--- src/hw/ramio_pkg.sv ---
// ======================================================================
// ramio shared definitions
// address map, data widths, access type codes and UART bit timing
// ======================================================================
`default_nettype none

package ramio_pkg;

  // byte address and data word of the client bus
  typedef logic [31:0] addr_t;
  typedef logic [31:0] word_t;

  // bit n enables byte lane n
  typedef logic [3:0] byte_en_t;

  // word index into the local RAM, address bits 9:2
  typedef logic [7:0] ram_index_t;

  // 000 no read, [1:0] size (01 byte, 10 half, 11 word), [2] sign extend
  typedef logic [2:0] read_type_t;

  // 00 no write, 01 byte, 10 half word, 11 word
  typedef logic [1:0] write_type_t;

  // one UART character
  typedef logic [7:0] uart_byte_t;

  // memory-mapped I/O
  localparam addr_t ADDR_LED      = 32'hffff_fffc;
  localparam addr_t ADDR_UART_OUT = 32'hffff_fff8;
  localparam addr_t ADDR_UART_IN  = 32'hffff_fff4;

  // idle tx mailbox or empty rx mailbox
  localparam word_t MAILBOX_EMPTY = 32'hffff_ffff;

  localparam int RAM_WORDS = 256;

  // clocks per UART bit, kept short for simulation
  localparam int CLKS_PER_BIT = 8;
  localparam int BIT_TIME_W   = $clog2(CLKS_PER_BIT) + 1;
  typedef logic [BIT_TIME_W-1:0] bit_time_t;

  typedef enum logic [2:0] {
    TX_IDLE,
    TX_START,
    TX_DATA,
    TX_STOP,
    TX_DONE
  } uart_tx_state_t;

  typedef enum logic [2:0] {
    RX_IDLE,
    RX_START,
    RX_DATA,
    RX_STOP,
    RX_DONE
  } uart_rx_state_t;

endpackage

`default_nettype wire

--- src/hw/io_regs.sv ---
// ======================================================================
// io_regs: LED register and UART mailboxes
// runs the go/acknowledge levels towards the UART transmitter and
// receiver and returns the addressed register on reads
// ======================================================================
`timescale 1ns/1ps
`default_nettype none

module io_regs (
  input  wire                    clk,
  input  wire                    rst_n,
  input  wire                    io_sel_led,
  input  wire                    io_sel_out,
  input  wire                    io_sel_in,
  input  wire                    io_wr,
  input  wire                    io_rd,
  input  ramio_pkg::word_t       io_wdata,
  output logic [3:0]             led,
  output ramio_pkg::word_t       io_rdata,
  output logic                   tx_go,
  output ramio_pkg::uart_byte_t  tx_data,
  input  wire                    tx_busy,
  output logic                   rx_go,
  input  ramio_pkg::uart_byte_t  rx_data,
  input  wire                    rx_data_ready
);

  ramio_pkg::word_t tx_mailbox;
  ramio_pkg::word_t rx_mailbox;

  // set in the cycle after raising tx_go, busy is not up yet
  logic tx_guard;

  // active low LEDs, all off out of reset
  always_ff @(posedge clk) begin
    if (!rst_n) begin
      led <= 4'b1111;
    end else if (io_sel_led && io_wr) begin
      led <= io_wdata[3:0];
    end
  end

  // transmit mailbox
  always_ff @(posedge clk) begin
    if (!rst_n) begin
      tx_mailbox <= ramio_pkg::MAILBOX_EMPTY;
      tx_go      <= 1'b0;
      tx_guard   <= 1'b0;
    end else begin
      tx_guard <= 1'b0;
      // frame finished, acknowledge and go idle
      if (tx_go && !tx_busy && !tx_guard) begin
        tx_go      <= 1'b0;
        tx_mailbox <= ramio_pkg::MAILBOX_EMPTY;
      end
      // a new write wins over the acknowledge
      if (io_sel_out && io_wr) begin
        tx_mailbox <= {24'h0, io_wdata[7:0]};
        tx_go      <= 1'b1;
        tx_guard   <= 1'b1;
      end
    end
  end

  assign tx_data = tx_mailbox[7:0];

  // receive mailbox
  always_ff @(posedge clk) begin
    if (!rst_n) begin
      rx_mailbox <= ramio_pkg::MAILBOX_EMPTY;
      rx_go      <= 1'b1;
    end else begin
      // one low cycle acknowledges, then listen again
      if (!rx_go) begin
        rx_go <= 1'b1;
      end
      // capture first so a polling read cannot starve it
      // an unread byte is simply overwritten
      if (rx_go && rx_data_ready) begin
        rx_mailbox <= {24'h0, rx_data};
        rx_go      <= 1'b0;
      end else if (io_sel_in && io_rd) begin
        rx_mailbox <= ramio_pkg::MAILBOX_EMPTY;
      end
    end
  end

  // read mux
  always_comb begin
    io_rdata = '0;
    if (io_sel_led) begin
      io_rdata = {28'h0, led};
    end else if (io_sel_out) begin
      io_rdata = tx_mailbox;
    end else if (io_sel_in) begin
      io_rdata = rx_mailbox;
    end
  end

endmodule

`default_nettype wire

--- config.mk ---
export PLATFORM = sky130hd
export DESIGN_NAME = io_regs
export DESIGN_NICKNAME = d
export VERILOG_FILES = /design/src/hw/ramio_pkg.sv /design/src/hw/io_regs.sv
export SDC_FILE = /design/constraint.sdc
export NUM_CORES = 1
export LEC_CHECK = 0
export BUFFER_PORTS_ARGS = -buffer_cell sky130_fd_sc_hd__buf_2
export CORE_ASPECT_RATIO = 1.4
export CORE_MARGIN = 2
export CORE_UTILIZATION = 37
export DETAILED_ROUTE_END_ITERATION = 8
export PLACE_DENSITY = 0.76
export REMOVE_ABC_BUFFERS = 1
export SYNTH_ARGS = -nofsm -noshare
export SYNTH_HDL_FRONTEND = slang
export SYNTH_SLANG_ARGS = --single-unit
--- constraint.sdc ---
create_clock -name clk -period 2.33 [get_ports clk]
set_input_delay 0.466 -clock clk [delete_from_list [all_inputs] [get_ports clk]]
set_output_delay 0.466 -clock clk [all_outputs]
set_load 0.1 [all_outputs]
==> impl_metrics.toml <==
[placement]
dp_cells = 213
io_buffers = 70
gp_congestion = 0.768
dp_hpwl_um = 2580

[clock_network]
cts_root_buffer = "clkbuf_8"
clock_path_buffers = 2
cts_buffers = 3
cts.sinks = 25
cts.clk_slew.worst_paths_ps = 80
cts_repair_resize_count = 0
htreeDepth = 1
cts_setup_buffers = 0
cts_hold_buf = 0
cts_tree = "built"
clkLatencyLatePin_ps = 270

[layout]
areaGrowthSynthToFinish_pct = 40.3
layout.nets = 227
antenna_cells = 0
instances_no_fill = 217
drive_gt1_frac = 0.441

[sta]
max_freq_ghz = 0.476
tightest_slew_ps = 548
slew_headroom = 0.633
hold_viol = 0
period_share = 0.902
rsz0062_at_grt = "false"
fin_skew_ps = 2.87
maxSlewViolCount = 0
setup_viol = 0
period_needed_ps = 2100

[global_route]
antenna_found_initial = 0
use_met3 = 0.0655
grt_util_all_layers = 0.179
grt_overflow = 0
use_met1 = 0.218
grt_pass1_wl_um = 5380
top_usage_layer = "met2"
met2_usage = 0.276
grt_pass1_vias = 1190
grt_max_degree = 25

[critical_path]
worstPathRequired_ps = 1860
r2r_end = "tx_mailbox[2]$_SDFFE_PN1P_"
rr_worst_depth = 2
r2r_slack_ps = 1220
crit_chain = "buf_2, nand3b_1, a21oi_1, buf_12, buf_12"
cp_max_fo = 24
arrival_ps = 1640
critPathMaxStageDelay_ps = 320
cpMaxStageDelayCell = "buf_12"
cp-start-kind = "input port"
critPathKind = "input port to output pin"
setup.worst_path.end_class = "output pin"
reg2reg_from = "tx_go$_SDFFE_PN0P_"
crit_top_cell = "buf_12"

[pwr]
power_density_nw_per_um2 = 769
total_power_mw = 1.45
p_leak_nw = 0.775
ir_drop_uv = 591

[drt]
remaining_drc_errors = 0
wl_per_cell_um = 14.8
drtIter0Drc = 10
wl_um = 3210
first_pass_iters = 4
ant_nets = 0
routed_via_density = 5.20
vias = 1128

[die]
dieArea_um2 = 4130
start_util = 0.390
core_um2 = 3440
die_height_um = 75.3
rows = 25
die_w_um = 54.9
io_pins = 95

[hold_path]
hold_path_depth = 2
min_path_type = "input port to register"
min_from = "rx_data[3]"
worstHoldEndpoint = "rx_mailbox[3]$_SDFFE_PN1P_"

[synth]
ys_seq_area_frac = 0.373
avgSynthCellArea_um2 = 9.45
ys_ff_latch = 25
syn_area_um2 = 1340
syn_inst = 142
ys_types = 23
yosys_warnings = 0

[run]
maxCapViolations = 0

[status]
outcome = "completed"
-- power breakdown --
part	switching, mW	internal, mW	total (mW)
Combinational	0.530	0.195	0.725
Sequential	0.0153	0.452	0.468
Clock	0.133	0.122	0.255
-- critical path: cells and delay by family --
family	cells	cell delay (ps)
compound gates	1	250
buf+inv	3	720
simple gates	1	180
-- kinds of logic after synthesis --
kind of cell,share of synthesized area
simple gates,0.157
compound gates,0.247
buf+inv,0.224
flops,0.373
-- state kept, by name, indices dropped and copies added (netlist names) --
signal      count
rx_mailbox      9
tx_mailbox      9
led             4
rx_go           1
tx_go           1
tx_guard        1
-- synthesized netlist by cell type --
library cell | instances | share of area
a21bo_1 | 1 | 0.0075
a21boi_0 | 4 | 0.022
a21oi_1 | 14 | 0.052
a311o_1 | 4 | 0.030
and2_0 | 1 | 0.0047
and2_1 | 1 | 0.0047
buf_2 | 2 | 0.0075
buf_4 | 32 | 0.18
buf_6 | 2 | 0.017
clkbuf_1 | 4 | 0.011
clkbuf_2 | 1 | 0.0037
dfxtp_1 | 25 | 0.37
inv_1 | 2 | 0.0056
nand2_1 | 6 | 0.017
nand2b_1 | 8 | 0.037
nand3_2 | 2 | 0.015
nand3b_1 | 9 | 0.050
nor2b_1 | 4 | 0.019
nor3b_2 | 1 | 0.0093
o21a_1 | 1 | 0.0056
o21ai_0 | 1 | 0.0037
o31a_1 | 1 | 0.0065
o32a_1 | 16 | 0.12
-- worst max-delay path by stage --
stage / startpoint / end / slack, ps
finish: io_sel_out / io_rdata[9] / 230
global route: io_sel_out / io_rdata[9] / 150
detailed placement: io_sel_out / io_rdata[9] / 230
global placement: io_sel_out / io_rdata[25] / 230
floorplan: io_sel_out / io_rdata[10] / -32460
CTS: io_sel_out / io_rdata[9] / 230
-- per-stage QoR --
stage,util,hold WS [ps],setup WS (ps),TNS (ps),area (um2)
after floorplan,-,441,-32460,-784650,1050
after global placement,0.534,447,234,0,1840
after detailed placement,0.534,455,229,0,1840
after CTS,0.547,404,228,0,1880
after global routing,0.547,400,149,0,1880
final,0.547,409,229,0,1880
-- cells in the final DEF, fill, tap and decap left out, drive strengths merged --
cell    count
nor2b       4
a21bo       1
a21boi      4
dfxtp      25
nand2       6
buf        72
nand3       2
clkbuf      4
o32a       16
a311o       4
inv         2
and2        2
o31a        1
o21ai       1
a21oi      14
nand3b      9
nand2b      8
o21a        1
nor3b       1
-- final cells by class --
type                            count  area, um2
Sequential cell                    25        500
Clock buffer                        4       45.0
Tap cell                           40       50.0
Multi-Input combinational cell     74        542
Inverter                            2       7.51
Timing Repair Buffer               72        738
Fill cell                         306       1560
-- metal layers --
layer  vias up  wire (um)
met5         -          0
met1       507       1220
met2        64       1520
li1        551          -
met3         6        387
met4         0         79
(Power assumes the default switching activity.)
