File: src/hw/ramio_pkg.sv
// ======================================================================
// ramio shared definitions
// address map, data widths, access type codes and UART bit timing
// ======================================================================
`default_nettype none

package ramio_pkg;

  // byte address and data word of the client bus
  typedef logic [31:0] addr_t;
  typedef logic [31:0] word_t;

  // bit n enables byte lane n
  typedef logic [3:0] byte_en_t;

  // word index into the local RAM, address bits 9:2
  typedef logic [7:0] ram_index_t;

  // 000 no read, [1:0] size (01 byte, 10 half, 11 word), [2] sign extend
  typedef logic [2:0] read_type_t;

  // 00 no write, 01 byte, 10 half word, 11 word
  typedef logic [1:0] write_type_t;

  // one UART character
  typedef logic [7:0] uart_byte_t;

  // memory-mapped I/O
  localparam addr_t ADDR_LED      = 32'hffff_fffc;
  localparam addr_t ADDR_UART_OUT = 32'hffff_fff8;
  localparam addr_t ADDR_UART_IN  = 32'hffff_fff4;

  // idle tx mailbox or empty rx mailbox
  localparam word_t MAILBOX_EMPTY = 32'hffff_ffff;

  localparam int RAM_WORDS = 256;

  // clocks per UART bit, kept short for simulation
  localparam int CLKS_PER_BIT = 8;
  localparam int BIT_TIME_W   = $clog2(CLKS_PER_BIT) + 1;
  typedef logic [BIT_TIME_W-1:0] bit_time_t;

  typedef enum logic [2:0] {
    TX_IDLE,
    TX_START,
    TX_DATA,
    TX_STOP,
    TX_DONE
  } uart_tx_state_t;

  typedef enum logic [2:0] {
    RX_IDLE,
    RX_START,
    RX_DATA,
    RX_STOP,
    RX_DONE
  } uart_rx_state_t;

endpackage

`default_nettype wire

File: src/hw/uart_rx.sv
// ======================================================================
// uart_rx: serial receiver, 8 data bits, no parity, 1 stop bit
// samples mid-bit, holds data_ready until go falls
// ======================================================================
`timescale 1ns/1ps
`default_nettype none

module uart_rx (
  input  wire                    clk,
  input  wire                    rst_n,
  input  wire                    rx,
  input  wire                    go,
  output ramio_pkg::uart_byte_t  data,
  output logic                   data_ready
);

  localparam ramio_pkg::bit_time_t LAST_CLK =
    ramio_pkg::bit_time_t'(ramio_pkg::CLKS_PER_BIT - 1);
  localparam ramio_pkg::bit_time_t HALF_CLK =
    ramio_pkg::bit_time_t'(ramio_pkg::CLKS_PER_BIT / 2 - 1);

  ramio_pkg::uart_rx_state_t state;
  ramio_pkg::bit_time_t      clk_cnt;
  logic [2:0]                bit_idx;

  // two-flop synchroniser plus one more for edge detect
  logic rx_meta;
  logic rx_sync;
  logic rx_prev;

  always_ff @(posedge clk) begin
    if (!rst_n) begin
      rx_meta <= 1'b1;
      rx_sync <= 1'b1;
      rx_prev <= 1'b1;
    end else begin
      rx_meta <= rx;
      rx_sync <= rx_meta;
      rx_prev <= rx_sync;
    end
  end

  always_ff @(posedge clk) begin
    if (!rst_n) begin
      state      <= ramio_pkg::RX_IDLE;
      data_ready <= 1'b0;
      clk_cnt    <= '0;
      bit_idx    <= '0;
    end else begin
      case (state)
        ramio_pkg::RX_IDLE: begin
          // falling edge starts a frame
          if (go && rx_prev && !rx_sync) begin
            clk_cnt <= '0;
            state   <= ramio_pkg::RX_START;
          end
        end
        ramio_pkg::RX_START: begin
          if (clk_cnt == HALF_CLK) begin
            clk_cnt <= '0;
            bit_idx <= '0;
            // glitch, not a real start bit
            state   <= rx_sync ? ramio_pkg::RX_IDLE : ramio_pkg::RX_DATA;
          end else begin
            clk_cnt <= clk_cnt + 1'b1;
          end
        end
        ramio_pkg::RX_DATA: begin
          if (clk_cnt == LAST_CLK) begin
            clk_cnt <= '0;
            data    <= {rx_sync, data[7:1]};
            bit_idx <= bit_idx + 1'b1;
            if (bit_idx == 3'd7) begin
              state <= ramio_pkg::RX_STOP;
            end
          end else begin
            clk_cnt <= clk_cnt + 1'b1;
          end
        end
        ramio_pkg::RX_STOP: begin
          if (clk_cnt == LAST_CLK) begin
            // bad stop bit drops the frame
            if (rx_sync) begin
              data_ready <= 1'b1;
              state      <= ramio_pkg::RX_DONE;
            end else begin
              state <= ramio_pkg::RX_IDLE;
            end
          end else begin
            clk_cnt <= clk_cnt + 1'b1;
          end
        end
        ramio_pkg::RX_DONE: begin
          if (!go) begin
            data_ready <= 1'b0;
            state      <= ramio_pkg::RX_IDLE;
          end
        end
        default: state <= ramio_pkg::RX_IDLE;
      endcase
    end
  end

endmodule

`default_nettype wire

File: config.mk
export PLATFORM = sky130hd
export DESIGN_NAME = uart_rx
export DESIGN_NICKNAME = d
export VERILOG_FILES = /design/src/hw/ramio_pkg.sv /design/src/hw/uart_rx.sv
export SDC_FILE = /design/constraint.sdc
export NUM_CORES = 1
export LEC_CHECK = 0
export ABC_CLOCK_PERIOD_IN_PS = 4700
export BUFFER_PORTS_ARGS = -buffer_cell sky130_fd_sc_hd__buf_2
export CORE_UTILIZATION = 25
export CTS_CLUSTER_DIAMETER = 60
export DETAILED_ROUTE_END_ITERATION = 12
export GPL_ROUTABILITY_DRIVEN = 0
export GPL_TIMING_DRIVEN = 0
export PLACE_DENSITY = 0.47
export RECOVER_POWER = 25
export SYNTH_ARGS = -nofsm -noshare
export SYNTH_HDL_FRONTEND = slang
export SYNTH_SLANG_ARGS = --single-unit
File: constraint.sdc
create_clock -name clk -period 4.7 [get_ports clk]
set_clock_uncertainty 0.2 [all_clocks]
set_input_delay 0.705 -clock clk [delete_from_list [all_inputs] [get_ports clk]]
set_output_delay 0.705 -clock clk [all_outputs]
set_load 0.1 [all_outputs]
==> results_dict.tcl <==
set metrics [dict create \
    pwr-share-clk_pct 27.4 \
    path_clk_slew_ns 0.08 \
    finalSetupViolations 0 \
    grt_max_degree 13 \
    place_area_mm2 0.00115 \
    die-area_mm2 0.00441 \
    cts-root-buf "clkbuf_8" \
    grt_remaining_overflow 0 \
    cp.required_ns 4.65 \
    finalWirelength_um 2090 \
    hpwl_um 1460 \
    clock-sinks 22 \
    syn_nets 105 \
    fin_tns_setup_ns 0 \
    r2r_slack_ns 2.47 \
    via_per_inst 4.93 \
    worst_pin_slew_ns 0.661 \
    post_cts_resized 0 \
    synth.area.top_cells "dfxtp_1 (27%), edfxtp_1 (23%), a21oi_1 (3.9%)" \
    clock.fmax_mhz 449 \
    start_util_pct 25.9 \
    vdd_drop_max_uv 136 \
    postSynthCellCount 98 \
    post-route-min-period_ns 2.23 \
    path_buf_inv 1 \
    leakage_nw 0.429 \
    finalNetCount 121 \
    min_from "rx_meta" \
    crit_arrival_ns 2.18 \
    ys_seq_area_share_pct 50.2 \
    drc 0 \
    ios 13 \
    rsz0062_at_grt "false" \
    slowest_delay_ns 0.57 \
    synth_top_cell_area_share_pct 27.1 \
    synth_common_cells "dfxtp_1 (14), a21oi_1 (8), edfxtp_1 (8), nand2_1 (6)" \
    clock_latency_ns 0.26 \
    synthesis.area_mm2 0.00104 \
    powerDensity_mw_per_mm2 365 \
    worst_setup_path_end_kind "register" \
    synthArstFlopShare_pct 0 \
    crit_fanout 6 \
    ctsHoldBuffers 0 \
    r2r_start "clk_cnt[0]" \
    drtPass1Iterations 4 \
    slew_headroom_pct 55.9 \
    hp-class "reg -> reg" \
    path_class "reg -> reg" \
    synth_ff_type "dfxtp_1" \
    fp.dieH_um 66.4 \
    finalHoldViolations 0 \
    path_cells "ha_1 -> and3b_1 -> buf_2 -> a2111oi_2 -> nor4_1 -> o31a_1" \
    row_count 23 \
    fin_crit_sh_pct 47.4 \
    cts_tree "done" \
    yosys_warnings 0 \
    syn_area_per_cell_um2 10.6 \
    antenna_found_initial 0 \
    yosys_register_bits 22 \
    syn2layout_area_growth_pct 15.7 \
    wire_per_inst_um 12.8 \
    diodes 0 \
    synth.most_common_cell "dfxtp_1" \
    grt_usage_pct 10.6 \
    cp_top_family "compound AO/OA/AOI/OAI gates" \
    htree_num_levels 1 \
    status "finished, final reports clean" \
    grt_pass1_wl_um 3440 \
    drive_above_1_share_pct 20.4 \
    synthDistinctLibCells 40 \
    max-cap-violations 0 \
    drt_iter0_drc 17 \
    critical_path.slowest_cell "a2111oi_2" \
    power_frac_comb_pct 23.8 \
    port_buffers 11 \
    fin_ws_ns 2.47 \
    seq_power_share_pct 48.9 \
    yosys.area.top_type "dfxtp_1" \
    power.switching_mw 0.135 \
    pre_cts_ws_ns 2.45 \
    synth_edf_count 8 \
    final_cell_area_mm2 0.00120 \
    numCtsBuffers 3 \
    cts_buffer_depth 2 \
    internal-power_mw 0.302 \
    cts_setup_buffers 0 \
    grt_pass1_vias 748 \
    die_x_um 66.4 \
    maxSlewViolCount 0 \
    route.vias.total 803 \
    core-area_mm2 0.00400 \
    cp-startpoint "clk_cnt[0]" \
    startpoint_type "register" \
    swShare_pct 30.8 \
    ant_nets 0 \
]
cells in the final DEF (no fill, tap or decap), drive strengths merged, types with 3 or more instances in the layout:
cell	n
nand2	6
a21oi	8
and3	3
dfxtp	14
edfxtp	8
nand2b	4
inv	4
o211ai	3
buf	14
and3b	3
ha	3
clkbuf	7
o2111ai	3
nor2	3
worst reg2reg max path: stages, from the launching register on:
cell and delay, ns:
dfxtp_1 0.35, ha_1 0.27, and3b_1 0.19, buf_2 0.16, a2111oi_2 0.57, nor4_1 0.12, o31a_1 0.27
stage by stage:
stage	hold slack [ns]	utilization [%]	instances	power, mW
5_1_grt	0.233	30.0	163	0.461
6_report	0.216	30.0	163	0.437
4_1_cts	0.222	30.0	163	0.442
2_1_floorplan	0.186	-	98	0.297
3_3_place_gp	0.196	28.8	159	0.320
3_5_place_dp	0.198	28.8	159	0.319
cell families after synthesis:
group,count (synthesis),synth area share (%)
buf+inv,11,4.35
compound gates,29,21.3
fa+ha+maj,3,3.62
xor+xnor,2,1.69
flops,22,50.2
simple gates,31,18.8
power groups by stage:
| stage | logic (mW) | registers [mW] | clock network [mW] |
|---|---|---|---|
| 6_report | 0.104 | 0.214 | 0.120 |
| 5_1_grt | 0.113 | 0.215 | 0.133 |
| 4_1_cts | 0.103 | 0.214 | 0.125 |
| 3_5_place_dp | 0.101 | 0.218 | 0 |
| 3_3_place_gp | 0.101 | 0.219 | 0 |
| 2_1_floorplan | 0.0821 | 0.215 | 0 |
layout make-up:
type | instances | area, um^2
Buffer | 6 | 26.3
Clock buffer | 4 | 45.0
Fill cell | 425 | 2800
Inverter | 5 | 18.8
Multi-Input combinational cell | 65 | 470
Sequential cell | 22 | 520
Tap cell | 50 | 62.6
Timing Repair Buffer | 11 | 55.1
per-layer routing:
layer / vias up / track usage [%] / share of wire, %
met4: 0 / 3.99 / 1.4
li1: 407 / - / -
met2: 18 / 17.5 / 45
met1: 373 / 13.0 / 49
met3: 5 / 3.10 / 4.3
met5: - / 0 / 0
flip-flops by register name, indices dropped and copies added (netlist names):
| register | cells |
|---|---|
| rx_meta | 1 |
| state | 3 |
| rx_sync | 1 |
| bit_idx | 3 |
| data | 8 |
| data_ready | 1 |
| rx_prev | 1 |
| clk_cnt | 4 |
final timing paths:
kind | to | depth (start not counted)
setup / recovery | state[1] | 6
hold / removal | rx_sync | 1
setup reg to reg | state[1] | 6
hold reg to reg | rx_sync | 1
Note: power is estimated with default switching activity, not from simulation.
