File: config.mk
export PLATFORM = sky130hd
export DESIGN_NAME = uart_tx
export DESIGN_NICKNAME = d
export VERILOG_FILES = /design/src/hw/ramio_pkg.sv /design/src/hw/uart_tx.sv
export SDC_FILE = /design/constraint.sdc
export NUM_CORES = 1
export LEC_CHECK = 0
export BUFFER_PORTS_ARGS = -buffer_cell sky130_fd_sc_hd__buf_4
export CORE_UTILIZATION = 40
export CTS_BUF_LIST = sky130_fd_sc_hd__clkbuf_4 sky130_fd_sc_hd__clkbuf_8
export DETAILED_ROUTE_END_ITERATION = 12
export REMOVE_ABC_BUFFERS = 1
export SYNTH_ARGS = -nofsm -noshare
export SYNTH_HDL_FRONTEND = slang
export SYNTH_SLANG_ARGS = --single-unit
File: constraint.sdc
create_clock -name clk -period 1.9 [get_ports clk]
set_clock_uncertainty 0.1 [all_clocks]
set_input_delay 0.095 -clock clk [delete_from_list [all_inputs] [get_ports clk]]
set_output_delay 0.095 -clock clk [all_outputs]
set_load 0.03 [all_outputs]
File: src/hw/ramio_pkg.sv
// ======================================================================
// ramio shared definitions
// address map, data widths, access type codes and UART bit timing
// ======================================================================
`default_nettype none

package ramio_pkg;

  // byte address and data word of the client bus
  typedef logic [31:0] addr_t;
  typedef logic [31:0] word_t;

  // bit n enables byte lane n
  typedef logic [3:0] byte_en_t;

  // word index into the local RAM, address bits 9:2
  typedef logic [7:0] ram_index_t;

  // 000 no read, [1:0] size (01 byte, 10 half, 11 word), [2] sign extend
  typedef logic [2:0] read_type_t;

  // 00 no write, 01 byte, 10 half word, 11 word
  typedef logic [1:0] write_type_t;

  // one UART character
  typedef logic [7:0] uart_byte_t;

  // memory-mapped I/O
  localparam addr_t ADDR_LED      = 32'hffff_fffc;
  localparam addr_t ADDR_UART_OUT = 32'hffff_fff8;
  localparam addr_t ADDR_UART_IN  = 32'hffff_fff4;

  // idle tx mailbox or empty rx mailbox
  localparam word_t MAILBOX_EMPTY = 32'hffff_ffff;

  localparam int RAM_WORDS = 256;

  // clocks per UART bit, kept short for simulation
  localparam int CLKS_PER_BIT = 8;
  localparam int BIT_TIME_W   = $clog2(CLKS_PER_BIT) + 1;
  typedef logic [BIT_TIME_W-1:0] bit_time_t;

  typedef enum logic [2:0] {
    TX_IDLE,
    TX_START,
    TX_DATA,
    TX_STOP,
    TX_DONE
  } uart_tx_state_t;

  typedef enum logic [2:0] {
    RX_IDLE,
    RX_START,
    RX_DATA,
    RX_STOP,
    RX_DONE
  } uart_rx_state_t;

endpackage

`default_nettype wire

File: src/hw/uart_tx.sv
// ======================================================================
// uart_tx: serial transmitter, 8 data bits, no parity, 1 stop bit
// starts on go, drops busy after the stop bit, idles once go falls
// ======================================================================
`timescale 1ns/1ps
`default_nettype none

module uart_tx (
  input  wire                    clk,
  input  wire                    rst_n,
  input  wire                    go,
  input  ramio_pkg::uart_byte_t  data,
  output logic                   tx,
  output logic                   busy
);

  localparam ramio_pkg::bit_time_t LAST_CLK =
    ramio_pkg::bit_time_t'(ramio_pkg::CLKS_PER_BIT - 1);

  ramio_pkg::uart_tx_state_t state;
  ramio_pkg::bit_time_t      clk_cnt;
  logic [2:0]                bit_idx;
  ramio_pkg::uart_byte_t     shift;

  always_ff @(posedge clk) begin
    if (!rst_n) begin
      state   <= ramio_pkg::TX_IDLE;
      tx      <= 1'b1;
      busy    <= 1'b0;
      clk_cnt <= '0;
      bit_idx <= '0;
    end else begin
      case (state)
        ramio_pkg::TX_IDLE: begin
          tx <= 1'b1;
          if (go) begin
            // latch the byte and drive the start bit
            shift   <= data;
            busy    <= 1'b1;
            clk_cnt <= '0;
            tx      <= 1'b0;
            state   <= ramio_pkg::TX_START;
          end
        end
        ramio_pkg::TX_START: begin
          if (clk_cnt == LAST_CLK) begin
            clk_cnt <= '0;
            bit_idx <= '0;
            tx      <= shift[0];
            state   <= ramio_pkg::TX_DATA;
          end else begin
            clk_cnt <= clk_cnt + 1'b1;
          end
        end
        ramio_pkg::TX_DATA: begin
          if (clk_cnt == LAST_CLK) begin
            clk_cnt <= '0;
            if (bit_idx == 3'd7) begin
              tx    <= 1'b1;
              state <= ramio_pkg::TX_STOP;
            end else begin
              // lsb first
              bit_idx <= bit_idx + 1'b1;
              shift   <= shift >> 1;
              tx      <= shift[1];
            end
          end else begin
            clk_cnt <= clk_cnt + 1'b1;
          end
        end
        ramio_pkg::TX_STOP: begin
          if (clk_cnt == LAST_CLK) begin
            busy  <= 1'b0;
            state <= ramio_pkg::TX_DONE;
          end else begin
            clk_cnt <= clk_cnt + 1'b1;
          end
        end
        ramio_pkg::TX_DONE: begin
          // hold until the owner acknowledges
          if (!go) begin
            state <= ramio_pkg::TX_IDLE;
          end
        end
        default: state <= ramio_pkg::TX_IDLE;
      endcase
    end
  end

endmodule

`default_nettype wire

==> results of run 1 <==
[cell families (layout without fill, tap and decap cells)]
logic type	count (synthesis)	in the layout	share of synthesized area, %
simple gates	34	34	19.47
flops	20	20	46.43
xor+xnor	5	5	4.232
fa+ha+maj	3	3	3.628
mux	8	8	8.586
compound gates	17	17	12.70
buf+inv	9	31	4.958
[Yosys cell counts (2+ instances only)]
cell type	n	area (sq um)
nand2b_1	2	12.51
buf_2	2	10.01
o21ai_0	3	15.01
clkbuf_1	3	11.26
ha_1	3	37.54
o22ai_1	3	18.77
nand2_1	8	30.03
xnor2_1	4	35.03
nor3_1	3	15.01
and2_1	2	12.51
o21a_1	2	15.01
nor2_1	5	18.77
inv_1	2	7.510
nor2b_1	3	18.77
buf_6	2	22.52
mux2_2	7	78.83
edfxtp_1	8	240.2
dfxtp_1	12	240.2
and3b_1	2	17.52
[worst max-delay path, delay by kind of cell (launching register included)]
| family | cells | cell delay, ns |
|---|---|---|
| AND/OR/NAND/NOR | 2 | 0.47 |
| flip-flops | 1 | 0.38 |
| adder cells (fa/ha/maj) | 1 | 0.21 |
| AO/OA/AOI/OAI | 1 | 0.12 |
| buffers and inverters | 1 | 0.20 |
[flip-flops by register name (all words and copies together) (netlist names)]
| signal | cells |
|---|---|
| shift | 8 |
| clk_cnt | 4 |
| bit_idx | 3 |
| state | 3 |
| busy | 1 |
| tx | 1 |
[what timing repair did]
action                                  CTS  global route
hold endpoints to repair                  9             0
buffers inserted                          0             0
hold buffers                              9             0
endpoints found under the setup margin    0             0
[per-stage QoR]
step	total power [mW]	setup slack (ns)	area, sq um	util [%]	hold WS (ns)
after detailed placement	0.5691	0.1794	1149	46.79	0.3031
final	0.9266	0.1395	1291	52.60	0.07677
after floorplan	0.5321	-0.1253	991.0	-	0.1125
after global routing	0.9686	0.05097	1291	52.60	0.09467
after CTS	0.9361	0.1590	1291	52.60	0.07070
after global placement	0.5662	0.1977	1149	46.79	0.2972
[cell type report]
| class | instances | area [sq um] | share of cell area, % |
|---|---|---|---|
| clock buffers | 3 | 22.52 | 1.744 |
| clock inverters | 1 | 30.03 | 2.326 |
| inverters | 2 | 7.507 | 0.5814 |
| multi-input cells | 67 | 503.0 | 38.95 |
| flip-flops and latches | 20 | 480.5 | 37.21 |
| well taps | 30 | 37.54 | 2.907 |
| repair buffers | 25 | 210.2 | 16.28 |
[path summary, 6_finish.rpt]
path / endpoint / slack (ns) / cells past startpoint
worst min-delay path: state[2] / 0.08 / 3
worst max register to register: shift[2] / 0.14 / 5
worst min register to register: bit_idx[2] / 0.39 / 2
worst max-delay path: shift[2] / 0.14 / 5
[report_power, final]
group	internal, mW	total (mW)	switching [mW]
sequential	0.463	0.473	0.0107
combinational	0.0566	0.100	0.0436
clock	0.213	0.353	0.140
[per-layer routing]
| metal | vias to the layer above | share of wire (%) | routed length [um] | GRT usage, % |
|---|---|---|---|---|
| met3 | 4 | 3.8 | 68 | 3.448 |
| met2 | 21 | 48 | 857 | 23.42 |
| li1 | 389 | - | - | - |
| met1 | 356 | 47 | 847 | 19.75 |
| met4 | 0 | 1.5 | 27 | 6.579 |
| met5 | - | 0 | 0 | 0 |
==> metrics.cfg, run 1 <==
[die]
die_y_um=52.86
io_pins=13
start_util_pct=42.15
core_sq_mm=0.002455
num_rows=18
die_area_sq_mm=0.002794
die_w_um=52.86

[routing]
routedWlPerCell_um=12.16
drt_wl_total_um=1800
vias=770
via_per_inst=5.203
first_pass_iters=4
drt_iter0_markers=10
route.detailed.drc=0
antenna_left=0

[worst_setup_path]
worstSetupPathType=reg2reg
crit_path_end_kind=flip-flop
critPathLaunchType=flip-flop
path_cells=ha_1, and3b_1, a31oi_1, nor3_1, buf_4
cp_data_arrival_time_ns=1.69
max_stage_delay_ns=0.38
r2r_start=clk_cnt[0]
critPathMaxFanout=8
critPathSlowestCell=dfxtp_1
cp-startpoint=clk_cnt[0]
cp.required_ns=1.83

[power]
ir_drop_v=0.0004408
power_leakage_nw=0.4972
p_per_area_mw_per_mm2=717.6

[clocking]
clock_latency_ns=0.31
clkTransAtPathRegs_ns=0.12
cts-root-buf=clkbuf_4
h-tree-depth=1
cts_tree=yes
numCtsBuffers=3
cts.sinks=20
cts_resized=0
clock_path_buffers=2

[synthesis]
netlist_instances=96
yosysWarnings=0
ys_seq_area_share_pct=46.43
ys_ff_latch=20
synth-async-reset-ratio_pct=0
syn_avg_cell_area_sq_um=10.78
synth_area_sq_mm=0.001035
ys.flop_type=dfxtp_1
synth.distinct_cells=39
synth_edf_count=8

[min_path]
hold_start=go
hold_path_class=in2reg

[global_route]
grt_usage_pct=15.05
grt_max_degree=14
grt-ovfl-total=0
grt_pass1_wl_um=2994
grt_pass1_vias=687
antenna_found_initial=0

[cells_and_area]
areaGrowthSynthToFinish_pct=24.79
layout_commonest_cell=buf_4
num_antenna_cells=0
post_layout_nonfiller_instances=148
nFillCells=215
nets=133
final_cell_mix=buf_4, dfxtp_1, dlygate4sd3_1
drive_above_1_share_pct=27.12

[placed_design]
post-dp-hpwl_um=1244
place_congestion=0.8006
port-buffer-count=12
dp.cells=135

[timing]
period_share_pct=92.66
rsz0062_at_grt=no
finalSetupViolCount=0
fmax_mhz=568.0
final_max_slew_viol_count=0
finalSetupTns_ns=0
worst_slew_pin_slew_ns=0.4739
hold_viol=0
period_needed_ns=1.761
slew_headroom_pct=68.16

[outcome]
status=finished clean

[job]
cap_viol_max_count=0

No activity file was read; power rests on OpenSTA's default activity.
==> run 2: changes to the inputs <==
- ABC_AREA: unset -> 1
==> metrics.cfg, run 2 <==
[outcome]
status=finished clean

[global_route]
antenna_found_initial=0
grt_pass1_vias=802
grt_pass1_wl_um=3353
grt-ovfl-total=0
grt_max_degree=13
grt_usage_pct=16.34

[routing]
via_per_inst=4.839
drt_wl_total_um=2120
routedWlPerCell_um=11.04
vias=929
first_pass_iters=4
antenna_left=0
drt_iter0_markers=28
route.detailed.drc=0

[worst_setup_path]
critPathLaunchType=flip-flop
cp.required_ns=1.82
max_stage_delay_ns=0.51
r2r_slack_ns=0.21
critPathMaxFanout=11
worstSetupPathType=reg2reg
critPathSlowestCell=dfxtp_1
cp_data_arrival_time_ns=1.62
crit_path_end_kind=flip-flop
path_cells=nor2_4, nand2_4, inv_2, nand2_2, o2111ai_1, nor2_1, buf_4

[timing]
period_needed_ns=1.693
slew_headroom_pct=80.47
worst_slew_pin_slew_ns=0.2926
finalSetupViolCount=0
holdWs_ns=0.07852
fmax_mhz=590.6
rsz0062_at_grt=no
final_max_slew_viol_count=0
finalWorstSetupSlack_ns=0.2068
period_share_pct=89.12
hold_viol=0
finalSetupTns_ns=0

[clocking]
cts.sinks=20
cts_tree=yes
postCtsSetupBuffers=0
h-tree-depth=1
clock_path_buffers=2
clock_latency_ns=0.30
cts-root-buf=clkbuf_4
numCtsBuffers=3
clkTransAtPathRegs_ns=0.11

[synthesis]
synth_top_cell_area_share_pct=22.56
syn_avg_cell_area_sq_um=7.772
synth_commonest_cells=nand2_1, dfxtp_1, inv_1
netlist_instances=137
synth-async-reset-ratio_pct=0
synth_area_sq_mm=0.001065
synth.distinct_cells=22
yosysWarnings=0
synth_area_leaders=dfxtp_1, edfxtp_1, nand2_1
ys_ff_latch=20
yosysMostFrequentCell=nand2_1
synth_top_cell_by_area=dfxtp_1
synth_edf_count=8
ys.flop_type=dfxtp_1
ys_seq_area_share_pct=45.12

[cells_and_area]
top_register=shift
largest_reg_flops=8
nFillCells=238
fin_util_pct=53.25
top_regs=shift x8, clk_cnt x4
areaGrowthSynthToFinish_pct=25.03
drive_above_1_share_pct=22.22
layout_commonest_cell=nand2_1
num_antenna_cells=0
nets=177
final_cell_mix=nand2_1, buf_4, dfxtp_1

[power]
power_mw=1.720
ir_drop_v=0.0006990
p_per_area_mw_per_mm2=1292
power_leakage_nw=0.6136

[placed_design]
port-buffer-count=12
post-dp-hpwl_um=1545
place_congestion=0.7870
preCtsSetupSlack_ns=0.2254

[die]
die_w_um=53.60
core_sq_mm=0.002500
die_area_sq_mm=0.002872
num_rows=18
die_y_um=53.60
io_pins=13
start_util_pct=42.59

[min_path]
hold_path_class=in2reg

[job]
cap_viol_max_count=0

## run 2: worst max-delay path, delay by kind of cell, from the launching register on
family | cells | cell delay, ns
flip-flops | 1 | 0.51
AND/OR/NAND/NOR | 4 | 0.42
buffers and inverters | 2 | 0.29
AO/OA/AOI/OAI | 1 | 0.09
## run 2: routing by layer
metal	global-route usage [%]	routed length, um
met2	26.25	925
met4	3.947	15
met5	0	0
met1	21.34	1054
met3	5.085	125
## run 2: report_power, final
group / internal (mW) / leakage, nW / switching, mW
sequential: 0.575 / 0.173 / 0.0769
combinational: 0.257 / 0.413 / 0.466
clock: 0.213 / 0.0279 / 0.133
## run 2: cells by family after synthesis
kind of cell,after synthesis,share of synthesized area [%]
xor+xnor,1,0.8227
compound gates,15,8.461
buf+inv,14,5.641
fa+ha+maj,3,3.526
flops,20,45.12
simple gates,84,36.43
## run 2: path summary, 6_finish.rpt
check,endpoint,depth (start not counted),startpoint
max,shift[0],7,state[2]
min,state[2],5,go
max reg2reg,shift[0],7,state[2]
min reg2reg,bit_idx[1],2,bit_idx[1]
## run 2: layout make-up
| cell class | instances | area, sq um | share of cell area [%] |
|---|---|---|---|
| Multi-Input combinational cell | 103 | 524.3 | 39.38 |
| Sequential cell | 20 | 480.5 | 36.09 |
| Timing Repair Buffer | 22 | 187.7 | 14.10 |
| Inverter | 13 | 48.80 | 3.665 |
| Tap cell | 30 | 37.54 | 2.820 |
| Clock inverter | 1 | 30.03 | 2.256 |
| Clock buffer | 3 | 22.52 | 1.692 |
## run 2: per-stage QoR
step	instance area, sq um	instances
6_report	1331	192
5_1_grt	1331	192
4_1_cts	1331	192
3_5_place_dp	1189	179
3_3_place_gp	1189	179
2_1_floorplan	1054	136
## run 2: timing repair
action	4_1_cts	5_1_grt
resized for setup	0	0
hold buffers	9	0
hold endpoints to repair	11	0
